==> src/design/icache_pkg.sv <==
package icache_pkg;

   // bits per data word
   localparam int word_width = 32;

   // associativity, sizes the way-select field of cacop_va
   localparam int num_ways = 2;

   // controller states
   // st_idle    waits for ce or cacop_en
   // st_lookup  ways present the set read at the accepting edge
   // st_refill  line fetch from memory, one word per beat
   typedef enum logic [1:0] {
      st_idle   = 2'd0,
      st_lookup = 2'd1,
      st_refill = 2'd2
   } ctrl_state_t;

   // cache maintenance opcodes, carried on cacop_mod
   typedef enum logic [1:0] {
      // zero tag, clear valid, way picked by cacop_va
      op_store_tag        = 2'd0,
      // clear valid, way picked by cacop_va
      op_index_invalidate = 2'd1,
      // clear valid in whichever way hits
      op_hit_invalidate   = 2'd2
   } cacop_op_t;

endpackage

==> src/design/cache_ctrl.sv <==
`timescale 1ns/1ns

module cache_ctrl
   import icache_pkg::*;
#(
   parameter int addr_width = 32,
   parameter int line_words = 16,
   parameter int num_sets   = 32,

   localparam int offset_width   = $clog2(line_words * word_width / 8),
   localparam int index_width    = $clog2(num_sets),
   localparam int tag_width      = addr_width - index_width - offset_width,
   localparam int byte_width     = $clog2(word_width / 8),
   localparam int word_sel_width = $clog2(line_words),
   localparam int count_width    = $clog2(line_words + 1),
   localparam int way_sel_width  = $clog2(num_ways)
) (
   input  logic                                 clk,
   input  logic                                 reset,

   // requester side
   input  logic                                 ce,
   input  logic [addr_width-1:0]                addr,
   input  logic                                 rdata_ready,
   input  logic                                 cacop_en,
   input  cacop_op_t                            cacop_mod,
   input  logic [addr_width-1:0]                cacop_va,
   output logic [word_width-1:0]                rdata,
   output logic                                 rdata_valid,
   output logic                                 icache_busy,
   output logic                                 cacop_finish,

   // memory side
   input  logic [word_width-1:0]                mem_rdata,
   input  logic                                 mem_rdata_valid,
   output logic [addr_width-1:0]                mem_addr,
   output logic                                 mem_ce,

   // way interface
   input  logic [num_ways-1:0]                  way_match,
   input  logic [num_ways-1:0][word_width-1:0]  way_word,
   output logic [addr_width-1:0]                access_addr,
   output logic [num_ways-1:0]                  way_we,
   output logic [tag_width-1:0]                 wr_tag,
   output logic                                 wr_valid,
   output logic [line_words*word_width-1:0]     wr_line
);

   ctrl_state_t state;
   ctrl_state_t state_next;

   // request fields
   logic [index_width-1:0]    req_index;
   logic [tag_width-1:0]      req_tag;
   logic [word_sel_width-1:0] req_word;
   logic [way_sel_width-1:0]  cacop_way;

   // refill bookkeeping
   logic [count_width-1:0]            beat_count;
   logic                              refill_done;
   logic [line_words*word_width-1:0]  refill_buf;
   logic [word_width-1:0]             refill_word;
   logic [addr_width-1:0]             miss_addr;

   // one replacement bit per set
   logic [num_sets-1:0] lru_bits;
   logic                victim_way;

   // qualified events
   logic hit;
   logic lookup_read;
   logic lookup_cacop;
   logic hit_accept;
   logic refill_accept;

   // maintenance uses its own address
   assign access_addr = cacop_en ? cacop_va : addr;

   assign req_word  = access_addr[offset_width-1:byte_width];
   assign req_index = access_addr[index_width+offset_width-1:offset_width];
   assign req_tag   = access_addr[addr_width-1:index_width+offset_width];
   assign cacop_way = cacop_va[way_sel_width-1:0];

   assign hit           = |way_match;
   assign lookup_read   = (state == st_lookup) && !cacop_en;
   assign lookup_cacop  = (state == st_lookup) && cacop_en;
   assign refill_done   = (beat_count == count_width'(line_words));
   assign hit_accept    = lookup_read && hit && rdata_ready;
   assign refill_accept = (state == st_refill) && refill_done && rdata_ready;
   assign victim_way    = lru_bits[req_index];

   // state register
   always_ff @(posedge clk) begin
      if (reset) begin
         state <= st_idle;
      end else begin
         state <= state_next;
      end
   end

   // next state
   always_comb begin
      state_next = state;
      case (state)
         st_idle: begin
            if (ce || cacop_en) begin
               state_next = st_lookup;
            end
         end
         st_lookup: begin
            if (cacop_en) begin
               state_next = st_idle;
            end else if (hit) begin
               // hold here while the requester stalls
               if (rdata_ready) begin
                  state_next = st_idle;
               end
            end else begin
               state_next = st_refill;
            end
         end
         st_refill: begin
            if (refill_done && rdata_ready) begin
               state_next = st_idle;
            end
         end
         default: state_next = st_idle;
      endcase
   end

   // beat counter, cleared while looking up
   always_ff @(posedge clk) begin
      if (reset) begin
         beat_count <= '0;
      end else if (state == st_lookup) begin
         beat_count <= '0;
      end else if (mem_ce && mem_rdata_valid) begin
         beat_count <= beat_count + 1'b1;
      end
   end

   // beats shift in from the top, so beat k lands in word k
   always_ff @(posedge clk) begin
      if (mem_ce && mem_rdata_valid) begin
         refill_buf <= {mem_rdata, refill_buf[line_words*word_width-1:word_width]};
      end
   end

   // line-aligned fetch address
   always_ff @(posedge clk) begin
      if (lookup_read) begin
         miss_addr <= {addr[addr_width-1:offset_width], {offset_width{1'b0}}};
      end
   end

   // replacement bits
   always_ff @(posedge clk) begin
      if (reset) begin
         lru_bits <= '0;
      end else if (hit_accept) begin
         // hit in way 0 makes way 1 the next victim, and the reverse
         lru_bits[req_index] <= way_match[0];
      end else if (refill_accept) begin
         lru_bits[req_index] <= ~victim_way;
      end
   end

   // way write enables
   always_comb begin
      way_we = '0;
      if (lookup_cacop) begin
         case (cacop_mod)
            op_store_tag,
            op_index_invalidate: way_we[cacop_way] = 1'b1;
            op_hit_invalidate:   way_we = way_match;
            default:             way_we = '0;
         endcase
      end else if (refill_accept) begin
         way_we[victim_way] = 1'b1;
      end
   end

   assign wr_tag   = (lookup_cacop && (cacop_mod == op_store_tag)) ? '0 : req_tag;
   assign wr_valid = !lookup_cacop;
   assign wr_line  = refill_buf;

   // read data select
   assign refill_word = refill_buf[req_word*word_width +: word_width];

   always_comb begin
      rdata = refill_word;
      if (state != st_refill) begin
         rdata = way_word[0];
         for (int w = 1; w < num_ways; w++) begin
            if (way_match[w]) begin
               rdata = way_word[w];
            end
         end
      end
   end

   assign rdata_valid  = (lookup_read && hit) || ((state == st_refill) && refill_done);
   assign cacop_finish = lookup_cacop;
   assign icache_busy  = (state != st_idle);

   // memory request
   assign mem_ce   = (state == st_refill) && !refill_done;
   assign mem_addr = miss_addr;

endmodule

==> config.mk <==
export PLATFORM = sky130hd
export DESIGN_NAME = cache_ctrl
export DESIGN_NICKNAME = d
export VERILOG_FILES = /design/src/design/icache_pkg.sv /design/src/design/cache_ctrl.sv
export SDC_FILE = /design/constraint.sdc
export NUM_CORES = 1
export LEC_CHECK = 0
export ABC_AREA = 1
export CORE_AREA = 10 10 302 304
export CTS_BUF_LIST = sky130_fd_sc_hd__clkbuf_8 sky130_fd_sc_hd__clkbuf_16
export DETAILED_ROUTE_END_ITERATION = 16
export DIE_AREA = 0 0 312 314
export DONT_BUFFER_PORTS = 1
export SYNTH_ARGS = -nofsm -noshare
export SYNTH_HDL_FRONTEND = slang
export SYNTH_SLANG_ARGS = --single-unit
==> constraint.sdc <==
create_clock -name clk -period 32.4 [get_ports clk]
set_input_delay 1.62 -clock clk [delete_from_list [all_inputs] [get_ports clk]]
set_output_delay 1.62 -clock clk [all_outputs]
set_load 0.02 [all_outputs]
# ---- Word level (Yosys, flattened, before mapping)
# Index checks and enable logic that the tools add are counted.
dict set report totals {
  output_inout_bits 636
  register_bits 577
  elab_cells 74
  inputBits 170
}
dict set report classes {
  bitwise 1
  addsub 1
  muxes 25
  n_eq_ne 9
  order_cmp 6
  n_reduce_logical 26
  shift 1
}
# operator n
set op_table {}
lappend op_table {{variable part select 512 x 10 -> 32 bit} 1}
lappend op_table {{two-way mux 32 bit} 5}
lappend op_table {{bitwise mux 32 bit} 2}
lappend op_table {{two-way mux 21 bit} 1}
lappend op_table {{two-way mux 2 bit} 7}
lappend op_table {{logical AND 1 bit} 13}
lappend op_table {{less-than comparator 5 x 6 -> 1 bit, second input constant} 1}
lappend op_table {{one-hot mux 2 bit (3 select lines)} 1}
lappend op_table {{OR reduction 2 bit} 3}
lappend op_table {{adder 5 x 1 -> 5 bit, second input constant} 1}
lappend op_table {{binary-select mux 1 bit (select 5 bit)} 1}
lappend op_table {{demux 1 bit (select 5 bit)} 1}
lappend op_table {{equality test 5 bit, second input constant} 1}
lappend op_table {{greater-or-equal comparator 5 x 1 -> 1 bit, second input constant} 1}
lappend op_table {{equality test 2 x 1 -> 1 bit, second input constant} 2}
lappend op_table {{equality test 2 bit, second input constant} 2}
lappend op_table {{zero test 2 bit} 2}
lappend op_table {{less-than comparator 1 x 2 -> 1 bit, second input constant} 2}
lappend op_table {{two-way mux 1 bit} 4}
lappend op_table {{!= test 2 bit, second input constant} 2}
lappend op_table {{!= test 4 bit, second input constant} 1}
lappend op_table {{one-hot mux 2 bit (2 select lines)} 1}
lappend op_table {{nonzero test 2 bit} 2}
lappend op_table {{zero test 1 bit} 3}
lappend op_table {{other kinds (6)} 9}

# ---- Longest topological paths before layout
dict set report depth {
  depth_word 9
  ltp_mapped 15
}

# ---- Worst setup path after synthesis
# OpenSTA, ideal clock, no wires.
dict set report synth_timing {
  kind {in2reg}
  from {input mem_rdata_valid}
  to {register refill_buf[0] (netlist: wr_line[0]) (enable)}
  t_arrival_ns 11.583
  cell_stages 2
  t_required_ns 31.544
  path_buffers 0
  slack_ns 19.962
  cell_sequence {nand2_1 -> inv_1}
}
dict set report synth_via {
  elab_chain_cells 1
}
# item line
set synth_lines {}
lappend synth_lines {{from (decl)} cache_ctrl.sv:35} ;# input logic mem_rdata_valid,
lappend synth_lines {{logical AND 1 bit} cache_ctrl.sv:144} ;# if (mem_ce && mem_rdata_valid) begin
lappend synth_lines {{to (signal assigned)} cache_ctrl.sv:145} ;# refill_buf <= {mem_rdata, refill_buf[line_words*word_width-1:word_width]};
lappend synth_lines {{to (decl)} cache_ctrl.sv:61} ;# logic [line_words*word_width-1:0] refill_buf;
# No other way between the ends.
# A chain may end at the register's enable or synchronous reset.

# ---- Worst setup path in the final report
dict set report layout_timing {
  from {input cacop_en}
  to {output rdata[17]}
}
dict set report layout_via {
  elab_chain_cells 3
}
# item line
set layout_lines {}
lappend layout_lines {{from (decl)} cache_ctrl.sv:25} ;# input logic cacop_en,
lappend layout_lines {{two-way mux 32 bit} cache_ctrl.sv:77} ;# assign access_addr = cacop_en ? cacop_va : addr;
lappend layout_lines {{net access_addr[2]} cache_ctrl.sv:42} ;# output logic [addr_width-1:0] access_addr,
lappend layout_lines {{variable part select 512 x 10 -> 32 bit} cache_ctrl.sv:188} ;# assign refill_word = refill_buf[req_word*word_width +: word_width];
lappend layout_lines {{two-way mux 32 bit} cache_ctrl.sv:192} ;# if (state != st_refill) begin
lappend layout_lines {{to (decl)} cache_ctrl.sv:28} ;# output logic [word_width-1:0] rdata,
# The timed path passes the listed nets, and every way through them passes these cells.

==> metrics.md <==
| Metric | Value |
|---|---|
| Status | `finished clean` |
| Cts bufs inserted | `69` |
| GP Congestion | `0.941` |
| DRT Pass-1 Iters | `6` |
| Sw frac | `25.7%` |
| IO Count | `806` |
| Drt via density | `5.27` |
| Global-route wire length before repair | `140 mm` |
| Average routed wire per standard cell | `29.8 µm` |
| Critical path peak fanout | `85` |
| Total negative slack | `0 ns` |
| Worst VDD drop | `0.0339 mV` |
| Gr ovfl total | `0` |
| Initial Util | `29.4%` |
| Setup crit end | `rdata[17]` |
| IO buf count | `0` |
| Cell internal pwr | `1290 µW` |
| Detailed router's first-iteration violation count | `2398` |
| Vias in the first global route | `16574` |
| P_sw | `447 µW` |
| NumNets Final | `2458` |
| Area Growth Syn to Fin | `13.0%` |
| All-Layer GR Usage | `19.9%` |
| Reg clk slew, reported paths | `0.06 ns` |
| Reg2Reg Depth | `10` |
| Commonest cells after routing, fill and taps aside | `nand2_1, edfxtp_1, nor2_1` |
| Die area | `98000 µm²` |
| Post-synth top area cell | `edfxtp_1` |
| RSZ-0062 raised after global routing | `false` |
| Mean Syn Cell Area | `10.7 µm²` |
| Sink Count | `577` |
| Mapped Cells | `2321` |
| Die Span Y | `314 µm` |
| Largest net degree at the start of global routing | `95` |
| Comb pwr share | `8.4%` |
| Top cell type's share of synthesized area | `64.8%` |
| CP Data Arrival Time | `5.11 ns` |
| Number of distinct library cells after synthesis | `37` |
| Final min period | `6.73 ns` |
| Critical path endpoint category | `output port` |
| RR Startpoint | `state[0]` |
| Initial antenna violation count | `12` |
| Leakage power | `0.00995 µW` |
| Number of synthesized flops with an enable pin | `538` |
| DRC | `0` |
| Number of H-tree levels | `3` |
| Register area share after synthesis | `67.9%` |
| Skew final | `0.0224 ns` |
| Startpoint Class | `input pin` |
| Crit share post-route | `20.8%` |
| Slew Limit Fails | `0` |
| Seq cells post-synth | `577` |
| Vias | `18373` |
| CTS tree | `yes` |
| P per Cell Area | `61.6 nW/µm²` |
| Max_slew headroom | `30.0%` |
| Flop2flop setup slack | `27.10 ns` |
| Setup slack after layout | `25.67 ns` |
| Hold Path Class | `flop to flop` |
| Clk buf depth | `3` |
| Post_cts resized | `0` |
| Largest cells by area after synthesis | `edfxtp_1, nand2_1, o21ai_0, nor2_1, dfxtp_1` |
| Final Hold Slack | `0.458 ns` |
| Commonest non-fill, non-tap cell in the layout | `nand2_1` |
| Crit path required time | `30.78 ns` |
| Hold buffers post-CTS | `0` |
| WS Path Type | `input pin to output port` |
| Max-cap violations | `0` |
| Post-CTS Setup Inserts | `0` |
| Ys Warns | `0` |
| Cell at the root of the clock tree | `clkbuf_16` |
| Die width | `312 µm` |
| Synth Flop Type | `edfxtp_1` |
| Final wirelength | `104 mm` |
| Max Clock Freq | `0.149 GHz` |
| DRT antenna net count | `0` |
| Critical Path Start | `cacop_en` |
| Share of layout cells above drive strength 1 | `7.86%` |
| Worst R2R End | `wr_line[434]` |
| Fin. Hold Viols | `0` |
| Post-synth ARST share | `0%` |
| Core Region | `84900 µm²` |
| Worst Tran Pin Value | `1.04 ns` |
| Row count | `107` |
| Reg power frac | `47.4%` |
| Dpl ws | `25.77 ns` |
| Clk pwr share | `44.2%` |
| Clk_lat worst skew | `0.60 ns` |
| Final setup fails | `0` |
| Mapped Area | `24900 µm²` |
| Dpl hpwl | `76.3 mm` |
==> how the worst min path moves through the flow <==
stage / startpoint / end / slack [ns] / depth (start not counted)
floorplan: lru_bits[12] / lru_bits[12] / 0.44 / 2
global placement: lru_bits[12] / lru_bits[12] / 0.44 / 2
detailed placement: lru_bits[12] / lru_bits[12] / 0.45 / 2
CTS: lru_bits[12] / lru_bits[12] / 0.46 / 2
global route: lru_bits[26] / lru_bits[26] / 0.48 / 2
finish: lru_bits[12] / lru_bits[12] / 0.46 / 2
==> synthesized netlist by cell type, types with 10 or more instances <==
cell type,instances
edfxtp_1,538
nand2_1,708
nor3_1,10
o211ai_1,96
buf_2,50
buf_4,23
inv_1,90
o21ai_1,26
o21ai_0,172
nor2_1,227
dfxtp_1,39
mux2i_1,32
a21oi_1,36
clkbuf_1,54
or2_2,23
nand3_1,146
==> registers in the layout (all words and copies together), names as in the netlist <==
name        count
state           2
wr_line       512
beat_count      5
lru_bits       32
mem_addr       26
==> area by class of cell <==
cell class | instances | area [µm²]
flip-flops and latches | 577 | 16900
clock inverters | 57 | 483
clock buffers | 70 | 1750
fillers | 8560 | 56700
repair buffers | 32 | 240
inverters | 93 | 364
multi-input cells | 1513 | 6980
diodes | 2 | 5.00
well taps | 1144 | 1430
==> layer usage <==
| layer | GRT usage, % | part of all wire, % | vias up |
|---|---|---|---|
| li1 | - | - | 7931 |
| met1 | 26.9 | 41 | 9042 |
| met2 | 28.3 | 43 | 1244 |
| met3 | 9.21 | 14 | 154 |
| met4 | 5.07 | 2.5 | 2 |
| met5 | 0 | 0.013 | - |
==> kinds of logic after synthesis <==
family,after synthesis,share of synthesized area [%]
compound gates,340,7.94
xor+xnor,1,0.0351
fa+ha+maj,2,0.100
buf+inv,236,4.39
flops,577,67.9
mux,32,1.28
other cells,1,0.0150
simple gates,1132,18.4
==> worst max-delay path, cell delays in order <==
cell      delay [ns]
inv_2           0.38
nand2_1         0.17
o21ai_4         0.10
buf_4           0.45
buf_4           0.79
nand2_1         0.13
nand2_1         0.10
nand2_1         0.05
o211ai_1        0.11
nand3_1         0.43
nand2_1         0.25
nand2_1         0.06
o21ai_0         0.29
==> power by group through the flow <==
stage / Sequential [µW] / Combinational (µW) / Clock, µW
3_5_place_dp: 839 / 145 / 0
6_report: 823 / 146 / 767
4_1_cts: 823 / 145 / 784
5_1_grt: 823 / 159 / 815
2_1_floorplan: 838 / 103 / 0
3_3_place_gp: 839 / 144 / 0
==> through the flow <==
step	total power, µW	cell area, µm²	cells	util [%]
finish	1740	28200	3488	33.2
global route	1800	28200	3486	33.2
CTS	1750	28200	3486	33.2
detailed placement	984	26000	3359	30.6
global placement	982	26000	3359	30.6
floorplan	941	25000	2326	-
(Power assumes the default switching activity.)
